**src/rtl/hash_map_settings.svh**
```systemverilog
// Key, data and memory size macros and the CRC polynomial of the hash map
`ifndef HASH_MAP_SETTINGS_SVH
`define HASH_MAP_SETTINGS_SVH

// Key and data widths
`define HM_KEY_BITS 32
`define HM_DAT_BITS 8

// Collision memory, one head node per hash index
`define HM_HASH_SIZE 8
`define HM_HASH_BITS 3

// Linked-list memory, pointer 0 terminates a chain
`define HM_LL_SIZE 8
`define HM_LL_BITS 3

// CRC-32, no reflection
`define HM_CRC_POLY 32'h04C11DB7

`endif

```
**src/rtl/hash_map_pkg.sv**
```systemverilog
// Opcode enum and the pointer, node, request and response types of the hash map
`include "hash_map_settings.svh"

package hash_map_pkg;

  typedef enum logic [1:0] {
    OP_LOOKUP = 2'd0,
    OP_ADD    = 2'd1,
    OP_DELETE = 2'd2
  } opcode_t;

  typedef logic [`HM_LL_BITS-1:0] ll_ptr_t;

  // Word stored in both the collision and the linked-list memory
  typedef struct packed {
    logic [`HM_KEY_BITS-1:0] key;
    logic [`HM_DAT_BITS-1:0] dat;
    ll_ptr_t                 nxt_ptr;
    logic                    used;
  } hm_node_t;

  typedef struct packed {
    opcode_t                 opcode;
    logic [`HM_KEY_BITS-1:0] key;
    logic [`HM_DAT_BITS-1:0] dat;
  } hm_req_t;

  // dat is the value the key held before the request, zero when not found
  typedef struct packed {
    logic                    fnd;
    logic [`HM_DAT_BITS-1:0] dat;
  } hm_rsp_t;

endpackage

```
**src/rtl/crc_hash.sv**
```systemverilog
// Combinational CRC-32 of the key, reduced to a collision-memory index
`include "hash_map_settings.svh"

module crc_hash (
  input  logic [`HM_KEY_BITS-1:0]  i_key,
  output logic [`HM_HASH_BITS-1:0] o_index
);

  logic [31:0] crc;

  // Bit-serial CRC unrolled over the key, MSB first, starting from zero
  always_comb begin
    crc = '0;
    for (int i = `HM_KEY_BITS - 1; i >= 0; i--) begin
      if (crc[31] ^ i_key[i]) begin
        crc = {crc[30:0], 1'b0} ^ `HM_CRC_POLY;
      end else begin
        crc = {crc[30:0], 1'b0};
      end
    end
  end

  // Low bits pick the head entry
  assign o_index = crc[`HM_HASH_BITS-1:0];

endmodule

```
**src/rtl/node_ram.sv**
```systemverilog
// Single-port node memory with a registered read port
module node_ram #(
  parameter int DEPTH = 8
) (
  input  logic                       i_clk,
  input  logic [$clog2(DEPTH)-1:0]   i_addr,
  input  logic                       i_we,
  input  hash_map_pkg::hm_node_t     i_wr_node,
  output hash_map_pkg::hm_node_t     o_rd_node
);
  import hash_map_pkg::*;

  hm_node_t mem [DEPTH];

  // Read returns the old word when a write hits the same address
  always_ff @(posedge i_clk) begin
    if (i_we) begin
      mem[i_addr] <= i_wr_node;
    end
    o_rd_node <= mem[i_addr];
  end

endmodule

```
**src/rtl/free_ptr_fifo.sv**
```systemverilog
// Circular FIFO of free linked-list pointers with self reload of pointers 1 and up
`include "hash_map_settings.svh"

module free_ptr_fifo (
  input  logic                  i_clk,
  input  logic                  coll_ram_rst,
  input  logic                  i_reload,
  output logic                  o_loaded,
  input  logic                  i_push,
  input  hash_map_pkg::ll_ptr_t i_push_ptr,
  input  logic                  i_pop,
  output hash_map_pkg::ll_ptr_t o_head_ptr,
  output logic                  o_empty
);
  import hash_map_pkg::*;

  ll_ptr_t              ptr_mem [`HM_LL_SIZE];
  ll_ptr_t              rd_idx, wr_idx, fill_ptr, wr_ptr;
  logic [`HM_LL_BITS:0] count;
  logic                 filling, wr_en, rd_en;

  // Reload filling takes the write port ahead of pushes
  assign wr_en      = filling || i_push;
  assign wr_ptr     = filling ? fill_ptr : i_push_ptr;
  assign rd_en      = i_pop && !o_empty;
  assign o_head_ptr = ptr_mem[rd_idx];
  assign o_empty    = (count == '0);

  always_ff @(posedge i_clk) begin
    if (!coll_ram_rst) begin
      rd_idx   <= '0;
      wr_idx   <= '0;
      count    <= '0;
      fill_ptr <= ll_ptr_t'(1);
      filling  <= 1'b0;
      o_loaded <= 1'b0;
    end else if (i_reload) begin
      rd_idx   <= '0;
      wr_idx   <= '0;
      count    <= '0;
      fill_ptr <= ll_ptr_t'(1);
      filling  <= 1'b1;
      o_loaded <= 1'b0;
    end else begin
      if (wr_en) begin
        wr_idx <= wr_idx + 1'b1;
      end
      if (rd_en) begin
        rd_idx <= rd_idx + 1'b1;
      end
      case ({wr_en, rd_en})
        2'b10:   count <= count + 1'b1;
        2'b01:   count <= count - 1'b1;
        default: count <= count;
      endcase
      // Pointer 0 is skipped so it stays the chain terminator
      if (filling) begin
        fill_ptr <= fill_ptr + 1'b1;
        if (fill_ptr == `HM_LL_BITS'(`HM_LL_SIZE - 1)) begin
          filling  <= 1'b0;
          o_loaded <= 1'b1;
        end
      end
    end
  end

  always_ff @(posedge i_clk) begin
    if (wr_en) begin
      ptr_mem[wr_idx] <= wr_ptr;
    end
  end

endmodule

```
**src/rtl/hash_map_ctrl.sv**
```systemverilog
// Hash map FSM for initialization, lookup, add and delete with chain walking
`include "hash_map_settings.svh"

module hash_map_ctrl (
  input  logic                     i_clk,
  input  logic                     coll_ram_rst,
  input  hash_map_pkg::hm_req_t    i_req,
  input  logic                     i_val,
  output logic                     o_rdy,
  output hash_map_pkg::hm_rsp_t    o_rsp,
  output logic                     o_val,
  input  logic                     i_cfg_clr,
  output logic                     o_cfg_full,
  output logic [`HM_KEY_BITS-1:0]  o_key,
  input  logic [`HM_HASH_BITS-1:0] i_index,
  output logic [`HM_HASH_BITS-1:0] o_coll_addr,
  output logic                     o_coll_we,
  output hash_map_pkg::hm_node_t   o_coll_wr,
  input  hash_map_pkg::hm_node_t   i_coll_rd,
  output hash_map_pkg::ll_ptr_t    o_ll_addr,
  output logic                     o_ll_we,
  output hash_map_pkg::hm_node_t   o_ll_wr,
  input  hash_map_pkg::hm_node_t   i_ll_rd,
  output logic                     o_fifo_reload,
  input  logic                     i_fifo_loaded,
  output logic                     o_fifo_push,
  output hash_map_pkg::ll_ptr_t    o_fifo_push_ptr,
  output logic                     o_fifo_pop,
  input  hash_map_pkg::ll_ptr_t    i_fifo_head,
  input  logic                     i_fifo_empty
);
  import hash_map_pkg::*;

  typedef enum logic [2:0] {INIT, IDLE, SCAN_HEAD, SCAN_LIST, RELINK} state_t;

  state_t                   state, state_d;
  logic                     rdy_q, rdy_d, val_q, val_d, full_q;
  logic                     ll_wait, ll_wait_d, init_first, init_first_d;
  logic                     clr_done, clr_done_d;
  logic [`HM_HASH_BITS-1:0] clr_idx, clr_idx_d, head_idx, head_idx_d;
  hm_req_t                  req_q, req_d;
  hm_rsp_t                  rsp_q, rsp_d;
  ll_ptr_t                  cur_ptr, cur_ptr_d, prev_ptr, prev_ptr_d, link_ptr, link_ptr_d;
  logic                     prev_head, prev_head_d, head_copy, head_copy_d;
  logic                     done, head_hit, list_hit, is_add, is_del;
  hm_node_t                 new_node;

  assign o_key           = i_req.key;
  assign o_rdy           = rdy_q;
  assign o_val           = val_q;
  assign o_rsp           = rsp_q;
  assign o_cfg_full      = full_q;
  assign o_fifo_reload   = (state == INIT) && init_first;
  assign o_fifo_push_ptr = cur_ptr;

  assign is_add   = (req_q.opcode == OP_ADD);
  assign is_del   = (req_q.opcode == OP_DELETE);
  assign head_hit = i_coll_rd.used && (i_coll_rd.key == req_q.key);
  assign list_hit = i_ll_rd.used && (i_ll_rd.key == req_q.key);
  assign new_node = '{key: req_q.key, dat: req_q.dat, nxt_ptr: '0, used: 1'b1};

  always_comb begin
    state_d      = state;
    rdy_d        = rdy_q;
    val_d        = 1'b0;
    ll_wait_d    = 1'b1;
    init_first_d = 1'b0;
    clr_idx_d    = clr_idx;
    clr_done_d   = clr_done;
    req_d        = req_q;
    rsp_d        = rsp_q;
    head_idx_d   = head_idx;
    cur_ptr_d    = cur_ptr;
    prev_ptr_d   = prev_ptr;
    prev_head_d  = prev_head;
    link_ptr_d   = link_ptr;
    head_copy_d  = head_copy;
    done         = 1'b0;
    o_coll_addr  = head_idx;
    o_coll_we    = 1'b0;
    o_coll_wr    = i_coll_rd;
    o_ll_addr    = cur_ptr;
    o_ll_we      = 1'b0;
    o_ll_wr      = i_ll_rd;
    o_fifo_push  = 1'b0;
    o_fifo_pop   = 1'b0;

    case (state)
      INIT: begin
        // One collision entry cleared per cycle while the FIFO refills
        o_coll_addr = clr_idx;
        o_coll_we   = !clr_done;
        o_coll_wr   = '0;
        if (!clr_done) begin
          clr_idx_d  = clr_idx + 1'b1;
          clr_done_d = (clr_idx == `HM_HASH_BITS'(`HM_HASH_SIZE - 1));
        end
        if (clr_done && i_fifo_loaded && !init_first) begin
          state_d = IDLE;
          rdy_d   = 1'b1;
        end
      end
      IDLE: begin
        // Head read issued at the hash of the incoming key
        o_coll_addr = i_index;
        if (rdy_q && i_val) begin
          req_d      = i_req;
          head_idx_d = i_index;
          rdy_d      = 1'b0;
          state_d    = SCAN_HEAD;
        end
      end
      SCAN_HEAD: begin
        rsp_d = '{fnd: head_hit, dat: head_hit ? i_coll_rd.dat : '0};
        if (!i_coll_rd.used) begin
          done      = 1'b1;
          o_coll_we = is_add;
          o_coll_wr = new_node;
        end else if (head_hit && is_del && (i_coll_rd.nxt_ptr != '0)) begin
          // Successor is copied over the head in RELINK
          cur_ptr_d   = i_coll_rd.nxt_ptr;
          head_copy_d = 1'b1;
          state_d     = RELINK;
        end else if (head_hit) begin
          done      = 1'b1;
          o_coll_we = is_add || is_del;
          if (is_del) begin
            o_coll_wr = '0;
          end else begin
            o_coll_wr.dat = req_q.dat;
          end
        end else if (i_coll_rd.nxt_ptr != '0) begin
          cur_ptr_d   = i_coll_rd.nxt_ptr;
          prev_head_d = 1'b1;
          head_copy_d = 1'b0;
          state_d     = SCAN_LIST;
        end else begin
          // Head is the tail, new node and head link written together
          done = 1'b1;
          if (is_add && !i_fifo_empty) begin
            o_fifo_pop        = 1'b1;
            o_ll_addr         = i_fifo_head;
            o_ll_we           = 1'b1;
            o_ll_wr           = new_node;
            o_coll_we         = 1'b1;
            o_coll_wr.nxt_ptr = i_fifo_head;
          end
        end
      end
      SCAN_LIST: begin
        // Every list node takes a wait cycle and a decision cycle
        ll_wait_d = !ll_wait;
        if (!ll_wait) begin
          rsp_d = '{fnd: list_hit, dat: list_hit ? i_ll_rd.dat : '0};
          if (list_hit && is_del) begin
            link_ptr_d = i_ll_rd.nxt_ptr;
            state_d    = RELINK;
          end else if (list_hit) begin
            done        = 1'b1;
            o_ll_we     = is_add;
            o_ll_wr.dat = req_q.dat;
          end else if (i_ll_rd.nxt_ptr != '0) begin
            prev_ptr_d  = cur_ptr;
            prev_head_d = 1'b0;
            cur_ptr_d   = i_ll_rd.nxt_ptr;
          end else if (is_add && !i_fifo_empty) begin
            // New node stored now, old tail linked to it in RELINK
            o_fifo_pop  = 1'b1;
            o_ll_addr   = i_fifo_head;
            o_ll_we     = 1'b1;
            o_ll_wr     = new_node;
            link_ptr_d  = i_fifo_head;
            prev_ptr_d  = cur_ptr;
            prev_head_d = 1'b0;
            state_d     = RELINK;
          end else begin
            done = 1'b1;
          end
        end
      end
      RELINK: begin
        ll_wait_d = !ll_wait;
        o_ll_addr = head_copy ? cur_ptr : prev_ptr;
        if (!ll_wait) begin
          done        = 1'b1;
          o_fifo_push = is_del;
          if (head_copy) begin
            o_coll_we = 1'b1;
            o_coll_wr = i_ll_rd;
          end else if (prev_head) begin
            o_coll_we         = 1'b1;
            o_coll_wr.nxt_ptr = link_ptr;
          end else begin
            o_ll_we         = 1'b1;
            o_ll_wr.nxt_ptr = link_ptr;
          end
        end
      end
      default: state_d = INIT;
    endcase

    if (done) begin
      state_d = IDLE;
      rdy_d   = 1'b1;
      val_d   = 1'b1;
    end

    // Clear restarts initialization from any state
    if (i_cfg_clr) begin
      state_d      = INIT;
      rdy_d        = 1'b0;
      val_d        = 1'b0;
      init_first_d = 1'b1;
      clr_idx_d    = '0;
      clr_done_d   = 1'b0;
    end
  end

  always_ff @(posedge i_clk) begin
    if (!coll_ram_rst) begin
      state      <= INIT;
      rdy_q      <= 1'b0;
      val_q      <= 1'b0;
      full_q     <= 1'b0;
      ll_wait    <= 1'b1;
      init_first <= 1'b1;
      clr_idx    <= '0;
      clr_done   <= 1'b0;
    end else begin
      state      <= state_d;
      rdy_q      <= rdy_d;
      val_q      <= val_d;
      full_q     <= (state_d != INIT) && i_fifo_empty;
      ll_wait    <= ll_wait_d;
      init_first <= init_first_d;
      clr_idx    <= clr_idx_d;
      clr_done   <= clr_done_d;
    end
  end

  always_ff @(posedge i_clk) begin
    req_q     <= req_d;
    rsp_q     <= rsp_d;
    head_idx  <= head_idx_d;
    cur_ptr   <= cur_ptr_d;
    prev_ptr  <= prev_ptr_d;
    prev_head <= prev_head_d;
    link_ptr  <= link_ptr_d;
    head_copy <= head_copy_d;
  end

endmodule

```
**src/rtl/hash_map.sv**
```systemverilog
// Hash map top level joining controller, CRC hash, both node memories and pointer FIFO
`include "hash_map_settings.svh"

module hash_map (
  input  logic                  i_clk,
  input  logic                  coll_ram_rst,
  input  hash_map_pkg::hm_req_t i_req,
  input  logic                  i_val,
  output logic                  o_rdy,
  output hash_map_pkg::hm_rsp_t o_rsp,
  output logic                  o_val,
  input  logic                  i_cfg_clr,
  output logic                  o_cfg_full
);
  import hash_map_pkg::*;

  logic [`HM_KEY_BITS-1:0]  key;
  logic [`HM_HASH_BITS-1:0] index, coll_addr;
  logic                     coll_we, ll_we;
  hm_node_t                 coll_wr, coll_rd, ll_wr, ll_rd;
  ll_ptr_t                  ll_addr, push_ptr, head_ptr;
  logic                     fifo_reload, fifo_loaded, fifo_push, fifo_pop, fifo_empty;

  hash_map_ctrl u_ctrl (
    .i_clk           (i_clk),
    .coll_ram_rst    (coll_ram_rst),
    .i_req           (i_req),
    .i_val           (i_val),
    .o_rdy           (o_rdy),
    .o_rsp           (o_rsp),
    .o_val           (o_val),
    .i_cfg_clr       (i_cfg_clr),
    .o_cfg_full      (o_cfg_full),
    .o_key           (key),
    .i_index         (index),
    .o_coll_addr     (coll_addr),
    .o_coll_we       (coll_we),
    .o_coll_wr       (coll_wr),
    .i_coll_rd       (coll_rd),
    .o_ll_addr       (ll_addr),
    .o_ll_we         (ll_we),
    .o_ll_wr         (ll_wr),
    .i_ll_rd         (ll_rd),
    .o_fifo_reload   (fifo_reload),
    .i_fifo_loaded   (fifo_loaded),
    .o_fifo_push     (fifo_push),
    .o_fifo_push_ptr (push_ptr),
    .o_fifo_pop      (fifo_pop),
    .i_fifo_head     (head_ptr),
    .i_fifo_empty    (fifo_empty)
  );

  crc_hash u_crc_hash (
    .i_key   (key),
    .o_index (index)
  );

  // Head node of each hash index
  node_ram #(.DEPTH(`HM_HASH_SIZE)) u_coll_ram (
    .i_clk     (i_clk),
    .i_addr    (coll_addr),
    .i_we      (coll_we),
    .i_wr_node (coll_wr),
    .o_rd_node (coll_rd)
  );

  // Colliding nodes, chained through nxt_ptr
  node_ram #(.DEPTH(`HM_LL_SIZE)) u_ll_ram (
    .i_clk     (i_clk),
    .i_addr    (ll_addr),
    .i_we      (ll_we),
    .i_wr_node (ll_wr),
    .o_rd_node (ll_rd)
  );

  free_ptr_fifo u_free_ptr_fifo (
    .i_clk        (i_clk),
    .coll_ram_rst (coll_ram_rst),
    .i_reload     (fifo_reload),
    .o_loaded     (fifo_loaded),
    .i_push       (fifo_push),
    .i_push_ptr   (push_ptr),
    .i_pop        (fifo_pop),
    .o_head_ptr   (head_ptr),
    .o_empty      (fifo_empty)
  );

endmodule

```
**config.mk**
```make
export PLATFORM = sky130hd
export DESIGN_NAME = hash_map
export DESIGN_NICKNAME = d
export VERILOG_FILES = /design/src/rtl/hash_map_pkg.sv /design/src/rtl/crc_hash.sv /design/src/rtl/node_ram.sv /design/src/rtl/free_ptr_fifo.sv /design/src/rtl/hash_map_ctrl.sv /design/src/rtl/hash_map.sv
export VERILOG_INCLUDE_DIRS = /design/src /design/src/rtl
export SDC_FILE = /design/constraint.sdc
export NUM_CORES = 1
export LEC_CHECK = 0
export ABC_AREA = 0
export BUFFER_PORTS_ARGS = -buffer_cell sky130_fd_sc_hd__buf_4
export CORE_MARGIN = 3
export CORE_UTILIZATION = 55
export CTS_BUF_LIST = sky130_fd_sc_hd__clkbuf_4 sky130_fd_sc_hd__clkbuf_8
export DETAILED_ROUTE_END_ITERATION = 8
export PLACE_DENSITY = 0.71
export SLEW_MARGIN = 20
export SYNTH_ARGS = -nofsm -noshare
export SYNTH_HDL_FRONTEND = slang
export SYNTH_SLANG_ARGS = --single-unit
```
**constraint.sdc**
```tcl
create_clock -name i_clk -period 8.35 [get_ports i_clk]
set_input_delay 0 -clock i_clk [delete_from_list [all_inputs] [get_ports i_clk]]
set_output_delay 0 -clock i_clk [all_outputs]
set_load 0.02 [all_outputs]
```
; ---- Word level (Yosys, flattened, before mapping)
; Memories as Yosys holds them, arrays and structs flattened. A register that Yosys moved wholly into a read port is not among the register bits.
; Cells that the tools add are included.
[op_classes]
reduce_logical = 43
add_sub_neg = 6
bitwise_logic = 61
eq_ne = 28
muxes = 176
[ops]
columns = op, count
row1 = 27-bit 2-to-1 mux, 26
row2 = 44-bit 2-to-1 mux, 11
row3 = 14-bit NOT, 25
row4 = 3-bit 2-to-1 mux, 49
row5 = 44-bit one-hot mux with 3 select lines, 1
row6 = 40-bit 2-to-1 mux, 2
row7 = 40-bit one-hot mux with 2 select lines, 1
row8 = 32-bit == test, 2
row9 = 32-bit 2-to-1 mux, 2
row10 = 1-bit 2-to-1 mux, 62
row11 = 8-bit 2-to-1 mux, 4
row12 = 1-bit bitwise XOR, 23
row13 = 3-bit one-hot mux with 3 select lines, 2
row14 = 9-bit one-hot mux with 2 select lines, 1
row15 = 3-bit one-hot mux with 5 select lines, 1
row16 = 2-bit inequality test (second input constant), 7
row17 = 3-bit by 1-bit adder with 3-bit output (second input constant), 4
row18 = 1-bit logical AND, 12
row19 = 3-bit one-hot mux with 2 select lines, 2
row20 = 3-bit nonzero test, 4
row21 = 2-bit AND reduction, 5
row22 = 5-bit AND reduction, 2
row23 = 2-bit nonzero test, 5
row24 = 3-bit == test (second input constant), 3
row25 = other kinds (30), 58
[word_totals]
ram_bits = 728
mem_count = 3
output_inout_bits = 12
reg_bits = 92
elab_cells = 342
in_bits = 46
[memory_table]
columns = memory, words, word_bits, read_ports, rd_ports_with_merged_regs, wr, line_no
row1 = u_coll_ram.mem, 8, 44, 1, 1, 1, node_ram.sv:13  ; hm_node_t mem [DEPTH];
row2 = u_ll_ram.mem, 8, 44, 1, 1, 1, node_ram.sv:13
row3 = u_free_ptr_fifo.ptr_mem, 8, 3, 1, 1, 1, free_ptr_fifo.sv:17  ; ll_ptr_t ptr_mem [`HM_LL_SIZE];

; ---- Longest topological paths before layout
; Gate-level depths: netlist (run 1).
[depth]
depth_word = 54
mapped_depth = 16

; ---- By module
; Synthesis (run 1) repeated with hierarchy kept, for this count alone.
[unflattened]
hier_cells = 2286
hier_area_um2 = 36578.8
[modules_own_cells]
columns = mod, cells_per_inst, area_each_um2, seq_area_each_um2, instances
row1 = node_ram, 774, 14346.3, 11451.0, 2
row2 = hash_map_ctrl, 582, 5799.3, 2192.1, 1
row3 = free_ptr_fifo, 129, 1799.2, 1081.0, 1
row4 = crc_hash, 27, 287.8, 0.0, 1

; ---- Worst setup path before layout (run 1)
; No wires, ideal clock.
[synth_path]
path_kind = flip-flop to flip-flop
from = register u_ctrl.state[2]
to = memory u_coll_ram.mem[0][0] in the netlist's numbering, enable pin
setup_ps = 509
required_time_ps = 7841
n_path_buf = 4
path_stages_with_launch = 10
arrival_ps = 5267
path_slack_ps = 2574
cell_sequence = dfxtp_1 > clkbuf_1 > or2_2 > clkbuf_1 > a211oi_1 > or2_2 > clkbuf_1 > clkbuf_1 > and2_1 > nor3b_1
[synth_via]
elab_chain_len = 4
[synth_lines]
columns = item, line_no
row1 = start: declaration, hash_map_ctrl.sv:36  ; state_t state, state_d;
row2 = start signal: assignment, hash_map_ctrl.sv:230  ; state <= state_d;
row3 = 3-bit == test (tied with other cells), hash_map_ctrl.sv:88  ; case (state)
row4 = 1-bit one-hot mux with 3 select lines, hash_map_ctrl.sv:88
row5 = 1-bit 2-to-1 mux, node_ram.sv:17  ; if (i_we) begin
row6 = 1-bit 2-to-1 mux (implied by the code), node_ram.sv:18  ; mem[i_addr] <= i_wr_node;
row7 = end: declaration, node_ram.sv:13
; Parallel ways exist; a longest one is shown, timed or not.

; ---- Final worst setup path (run 1)
[layout_path]
from = register u_ctrl.state[1]
to = memory u_ll_ram.mem[7][20] in the netlist's numbering, enable pin
[layout_via]
elab_chain_len = 4
[layout_lines]
columns = item, line_no
row1 = 3-bit == test or 3-bit by 2-bit == test with 1-bit output (tied branches), hash_map_ctrl.sv:88
row2 = 1-bit one-hot mux with 3 select lines, hash_map_ctrl.sv:88
row3 = 1-bit 2-to-1 mux, node_ram.sv:17
row4 = 1-bit 2-to-1 mux (implied by the code), node_ram.sv:18
row5 = end: declaration, node_ram.sv:13
; Parallel ways exist; a longest one is shown, timed or not.

==> reports/metrics.yaml, run 1 <==
status: "finished, violations left"
violations: "design-rule violations"
post_cts_buffers: 0
gp_congestion: 0.8977
first_pass_iters: 9
r2r_cells: 11
power_density_nw_per_um2: 217.4
insertion_delay_ps: 800
worstPathArrival_ps: 5970
r2r-end: "u_ll_ram.mem[7][20]"
cts-root-buf: "clkbuf_8"
cts_buffers: 145
fmax_ghz: 0.1799
whs_endpoint: "u_free_ptr_fifo.fill_ptr[0]"
syn_area_per_cell_um2: 14.15
clkTransAtPathRegs_ps: 60
core_area_um2: 65980
regToRegSetupSlack_ps: 2790
fin_skew_ps: 42.18
vias_per_cell: 5.971
yosysWarnings: 0
grt-ovfl-total: 0
cp_max_fo: 44
synth_flop_cell: "edfxtp_1"
vias: 22510
layout.nets: 2841
worst_setup_path_end_kind: "flip-flop"
drc: 3
vdd_drop_max_v: 0.0001384
drtIter0Drc: 2516
holdBufCountCts: 88
hold_path.class: "in -> reg"
cts_resized: 0
netlist_instances: 2596
ctsLongestPathBuffers: 3
worstMarginPinSlew_ps: 1081
syn_to_final_growth_pct: 13.98
maxSlewHeadroom: 0.2716
seq_area_frac_synth: 0.7126
synth_edf_count: 793
fin_crit_ps: 5560
dp_hpwl_um: 54480
start_util: 0.5567
port_buffers: 57
synth.cell_area_um2: 36730
synth.distinct_cells: 66
cts_max_level: 4
min_period_over_period: 0.6658
async_flop_share: 0
ys_ff_latch: 911
grt_pass1_wl_um: 134700
ant_nets: 0
min_from: "coll_ram_rst"
rows: 94
cp.required_ps: 8760
die_w_um: 264.4
maxCapViolCount: 0
cts_tree: "built"
r2r_start: "u_ctrl.state[1]"
setup_viol: 0
grt_max_degree: 93
final-max-slew-violation-count: 0
design_power_total_mw: 9.103
drt-total-wl_um: 90400
whs_ps: 59.03
antenna_found_initial: 5
ios: 58
p_leak_nw: 15.34
die_area_um2: 69920
hold_viol: 0
routedWlPerCell_um: 23.98
path_class: "reg -> reg"
die_h_um: 264.4
drive_gt1_frac: 0.1523
cts.sinks: 911
synthesis.nets: 2653
whs_path_depth: 3
finalSetupTns_ps: 0
grt_setup_unrepaired: "no"
grt_pass1_vias: 22140
grtUsageTotal: 0.2573
start_kind: "flip-flop"
how the worst max path moves through the flow:
stage               slack, ps             from  cells after the start              endpoint
finish                   2790  u_ctrl.state[1]                     11   u_ll_ram.mem[7][20]
global route             2500  u_ctrl.state[1]                     11   u_ll_ram.mem[7][19]
CTS                      2880  u_ctrl.state[1]                     11   u_ll_ram.mem[7][19]
detailed placement       2890  u_ctrl.state[1]                     11   u_ll_ram.mem[7][37]
global placement         2970  u_ctrl.state[1]                     11   u_ll_ram.mem[7][22]
floorplan                2570  u_ctrl.state[2]                      9  u_coll_ram.mem[0][0]
state kept, by name, indices dropped and copies added (netlist names), 4 cells and up, named ones only:
signal / cells
u_coll_ram.mem: 352
u_coll_ram.o_rd_node: 44
u_ctrl.new_node: 40
u_ctrl.o_rsp: 9
u_free_ptr_fifo.count: 4
u_free_ptr_fifo.ptr_mem: 24
u_ll_ram.mem: 352
u_ll_ram.o_rd_node: 44
cells by family (layout without fill, tap and decap cells):
logic type / count (synthesis) / after routing / share of synthesized area
muxes: 213 / 213 / 0.06080
other: 0 / 2 / 0
DFF: 911 / 911 / 0.7126
AOI/OAI and AO/OA: 326 / 326 / 0.07385
xor gates and xnor gates: 94 / 94 / 0.02279
buffers and inverters: 185 / 492 / 0.02286
and+or+nand+nor: 856 / 856 / 0.1033
adders and majority gates: 11 / 11 / 0.003747
report_power, final:
group,leakage [nW],switching (mW),internal (mW),total (mW)
registers,8.69,0.0324,4.95,4.98
clock network,1.53,1.73,2.07,3.80
logic,5.12,0.194,0.126,0.321
total,15.3,1.95,7.15,9.10
routing by layer:
metal  wire, µm  global-route usage  part of all wire  vias to the layer above
li1           -                   -                 -                    10160
met2      41680              0.3924              0.46                      981
met3       7813             0.05847             0.086                      121
met4       1690             0.07806             0.019                        0
met1      39210              0.3741              0.43                    11240
met5          0                   0                 0                        -
placed cells by master (no fill, tap or decap), types with 33 or more instances in the layout:
| cell type | instances |
|---|---|
| clkbuf_4 | 45 |
| clkbuf_8 | 157 |
| nand2_1 | 453 |
| dfxtp_1 | 118 |
| a222oi_1 | 33 |
| nand3_1 | 228 |
| a221oi_2 | 42 |
| o21ai_1 | 44 |
| xnor2_1 | 53 |
| buf_4 | 90 |
| a21oi_1 | 37 |
| a22o_1 | 77 |
| inv_1 | 42 |
| mux2i_1 | 186 |
| nor2_1 | 65 |
| dlygate4sd3_1 | 88 |
| edfxtp_1 | 793 |
| xor2_1 | 40 |
worst max-delay path, stage by stage, from the launching register on:
cell and delay [ps]:
dfxtp_1 540, nand2b_1 210, nor2_1 430, nand2_1 290, or3_1 500, a21oi_2 830
a21oi_1 350, a21oi_4 230, buf_4 660, inv_2 180, nor2_4 370, buf_4 550
final cells by class:
| cell class | instances | area [µm²] |
|---|---|---|
| Sequential cell | 911 | 26180 |
| Fill cell | 4828 | 24120 |
| Multi-Input combinational cell | 1500 | 9881 |
| Clock buffer | 202 | 2499 |
| Timing Repair Buffer | 181 | 1615 |
| Tap cell | 864 | 1081 |
| Clock inverter | 64 | 440.4 |
| Inverter | 45 | 168.9 |
| Antenna cell | 2 | 5.005 |
cell usage after synthesis, types with 9 or more instances:
library cell / n / share of area
a22o_1: 77 / 0.018
edfxtp_1: 793 / 0.65
dfxtp_1: 118 / 0.064
o21ai_0: 29 / 0.0040
and3_1: 9 / 0.0015
nand2_1: 453 / 0.046
nor2b_1: 14 / 0.0024
buf_4: 10 / 0.0020
a22oi_1: 9 / 0.0018
nor4_1: 11 / 0.0019
mux2i_1: 186 / 0.051
nand3_1: 228 / 0.031
nor2_1: 76 / 0.0078
nor3_1: 12 / 0.0016
nand2b_1: 14 / 0.0024
o21ai_1: 43 / 0.0059
xnor2_1: 53 / 0.013
clkbuf_1: 102 / 0.010
a21oi_1: 38 / 0.0052
a221oi_2: 42 / 0.017
inv_1: 42 / 0.0043
xor2_1: 40 / 0.0095
mux2_2: 20 / 0.0061
buf_2: 16 / 0.0022
a222oi_1: 33 / 0.0090
o22ai_1: 13 / 0.0022
ha_1: 11 / 0.0037
stage by stage:
step           cell area, µm²    util  worst slack [ps]  instances
2_1_floorplan           36730       -              2574       2596
3_3_place_gp            38000  0.5759              2972       3412
3_5_place_dp            38000  0.5759              2890       3412
4_1_cts                 41820  0.6338              2885       3766
5_1_grt                 41860  0.6344              2504       3767
6_report                41870  0.6345              2790       3769
(Power assumes the default switching activity.)
==> run 2: changes to the inputs <==
--- a/config.mk
+++ b/config.mk
@@ -12,7 +12,7 @@
 export CORE_UTILIZATION = 55
 export CTS_BUF_LIST = sky130_fd_sc_hd__clkbuf_4 sky130_fd_sc_hd__clkbuf_8
 export DETAILED_ROUTE_END_ITERATION = 8
-export PLACE_DENSITY = 0.71
+export PLACE_DENSITY = 0.74
 export SLEW_MARGIN = 20
 export SYNTH_ARGS = -nofsm -noshare
 export SYNTH_HDL_FRONTEND = slang
==> constraint.sdc (replaced) <==
create_clock -name i_clk -period 4.9 [get_ports i_clk]
set_input_delay 0 -clock i_clk [delete_from_list [all_inputs] [get_ports i_clk]]
set_output_delay 0 -clock i_clk [all_outputs]
set_load 0.02 [all_outputs]
==> run 2 against run 1 <==
Net effect:
- the flow still finishes with violations (design-rule violations)
- combinational power rose by 65%
- clock-buffer cell count grew 6
- non-clock buffer count grew 29
- largest power group unchanged
- critical endpoint is now u_ll_ram.mem[1][31]
==> reports/metrics.yaml, run 2 (synthesis results as in run 1) <==
status: "finished, violations left"
violations: "design-rule violations"
gp_congestion: 0.9406  # +4.8%
post_cts_buffers: 0  # unchanged
ctsLongestPathBuffers: 3  # unchanged
dp_hpwl_um: 53590  # -1.6%
grt_pass1_vias: 22370  # +1.1%
layout_commonest_cell: "edfxtp_1"
worstMarginPinSlew_ps: 1145  # +63.65 ps
antenna_found_initial: 2  # -3
ant_nets: 0  # unchanged
r2r_start: "u_ctrl.new_node[34]"
routedWlPerCell_um: 23.32  # -2.8%
worst_setup_path_end_kind: "flip-flop"
worst-path-buf-inv: 1  # -2
rows: 94  # unchanged
port_buffers: 57  # unchanged
grt_pass1_wl_um: 133700  # -0.75%
fin_ws_ps: 445.0  # -2345 ps
cp_top_family: "simple AND/OR/NAND/NOR gates"
hold_viol: 0  # unchanged
p_leak_nw: 15.54  # +1.3%
vias: 22750  # +1.1%
dp_cells: 3442  # +0.88%
cp.required_ps: 5350  # -3410 ps
die_h_um: 264.4  # unchanged
ios: 58  # unchanged
setup_viol: 0  # unchanged
dp_slack_ps: 538.1  # -2352 ps
grtUsageTotal: 0.2522  # -0.005086
start_kind: "flip-flop"
fin_crit_ps: 4455  # -1105 ps
multi_input_area_um2: 9898  # +0.18%
drive_gt1_frac: 0.1611  # +0.008880
min_from: "coll_ram_rst"
layoutNonFillerInstCount: 3789  # +0.53%
fill_cells: 4647  # -3.7%
layout.nets: 2865  # +0.84%
final_cell_mix: "edfxtp_1, nand2_1, nand3_1, mux2i_1, clkbuf_8"
reg_top3: "u_coll_ram.mem (352), u_ll_ram.mem (352)"
grt_setup_unrepaired: "no"
min_period_over_period: 0.9092  # +0.2433
maxCapViolCount: 0  # unchanged
path_class: "reg -> reg"
whs_endpoint: "u_ctrl.state[1]"
r2r_cells: 10  # -1
die_w_um: 264.4  # unchanged
r2r-end: "u_ll_ram.mem[1][31]"
cts.sinks: 911  # unchanged
crit_path_max_incr_delay_ps: 650  # -180 ps
cts_buffers: 140  # -3.4%
regToRegSetupSlack_ps: 450  # -2350 ps
start_util: 0.5567  # unchanged
maxSlewHeadroom: 0.2368  # -0.03481
grt_max_degree: 142  # +53%
crit_chain: "xnor2_1 -> nand4_1 -> nor4_1 -> and3_1 -> nor2_1 -> a211o_1 -> a31oi_1 -> nand2_1 -> nor2_4 -> buf_12"
cts_max_level: 4  # unchanged
drt-total-wl_um: 88370  # -2.2%
cts-root-buf: "clkbuf_8"
clkTransAtPathRegs_ps: 70  # about the same
ff_latch_area_um2: 26180  # unchanged
cp_max_fo: 32  # -27%
die_area_um2: 69920  # unchanged
grt-ovfl-total: 0  # unchanged
drtIter0Drc: 2405  # -4.4%
drc: 3  # unchanged
cts_tree: "built"
worstPathArrival_ps: 4900  # -1070 ps
crit_slowest_cell: "nor4_1"
fin_skew_ps: 33.40  # -8.782 ps
power_density_nw_per_um2: 366.5  # +69%
core_area_um2: 65980  # unchanged
hold_path.class: "in -> reg"
vdd_drop_max_v: 0.0002950  # +110%
insertion_delay_ps: 780  # -20 ps
final-max-slew-violation-count: 0  # unchanged
whs_path_depth: 4  # +1
fmax_ghz: 0.2245  # +25%
vias_per_cell: 6.003  # +0.54%
syn_to_final_growth_pct: 14.89
first_pass_iters: 9  # unchanged
==> run 2: cell types whose count changed in the layout (fill, tap and decap cells not counted), sizes merged <==
| cell | previous run | this run |
|---|---|---|
| bufinv | 4 | 5 |
| clkinv | 46 | 37 |
| clkinvlp | 10 | 4 |
| inv | 49 | 48 |
| buf | 93 | 122 |
| clkbuf | 202 | 208 |
==> run 2: report_power, final <==
group          internal (mW)  switching [mW]  total, mW
registers               8.44          0.0611       8.50
clock network           3.60            2.84       6.44
logic                  0.219           0.309      0.529
==> run 2: routing by layer <==
metal | track usage | routed length [µm]
met4 | 0.08705 | 2142
met5 | 0 | 13
met2 | 0.3900 | 41310
met3 | 0.05420 | 8035
met1 | 0.3596 | 36860
==> run 2: timing repair <==
item                      4_1_cts  5_1_grt
hold endpoints to repair      102        0
resized for setup               0        0
hold buffers                   88        0
==> run 2: per-stage QoR <==
| stage | hold WS [ps] | cell area (µm²) | utilization | TNS (ps) | total power [mW] |
|---|---|---|---|---|---|
| after detailed placement | 180.7 | 38400 | 0.5820 | 0 | 9.123 |
| after CTS | 7.320 | 42190 | 0.6395 | 0 | 15.56 |
| after global placement | 180.0 | 38400 | 0.5820 | 0 | 9.111 |
| after floorplan | 71.83 | 36750 | - | -19200 | 8.930 |
| final | 92.02 | 42200 | 0.6396 | 0 | 15.47 |
| after global routing | 76.61 | 42190 | 0.6395 | 0 | 15.96 |
==> run 2: worst max path at each step <==
stage	start	end	slack, ps	cells past startpoint
2_1_floorplan	u_ctrl.new_node[28]	u_ll_ram.mem[3][0]	-120	12
3_3_place_gp	u_ctrl.new_node[17]	u_ll_ram.mem[1][33]	560	10
3_5_place_dp	u_ctrl.new_node[34]	u_ll_ram.mem[1][27]	540	10
4_1_cts	u_ctrl.new_node[34]	u_ll_ram.mem[1][37]	520	10
5_1_grt	u_ctrl.new_node[33]	u_ll_ram.mem[1][36]	360	11
6_report	u_ctrl.new_node[34]	u_ll_ram.mem[1][31]	450	10
==> run 2: final cells by class <==
cell class / instances / share of cell area
antenna: 2 / 0.0001186
clock buffer: 208 / 0.06028
clock inverter: 49 / 0.008717
inverter: 45 / 0.004003
multi-input combinational: 1500 / 0.2346
sequential: 911 / 0.6203
tap: 864 / 0.02562
timing repair buffer: 210 / 0.04643
==> run 2: worst reg2reg max path, delay by kind of cell (launching register included) <==
family / cells / cell delay (ps)
and+or+nand+nor: 6 / 2250
AOI/OAI and AO/OA: 2 / 800
DFF: 1 / 460
buffers and inverters: 1 / 310
xor gates and xnor gates: 1 / 290
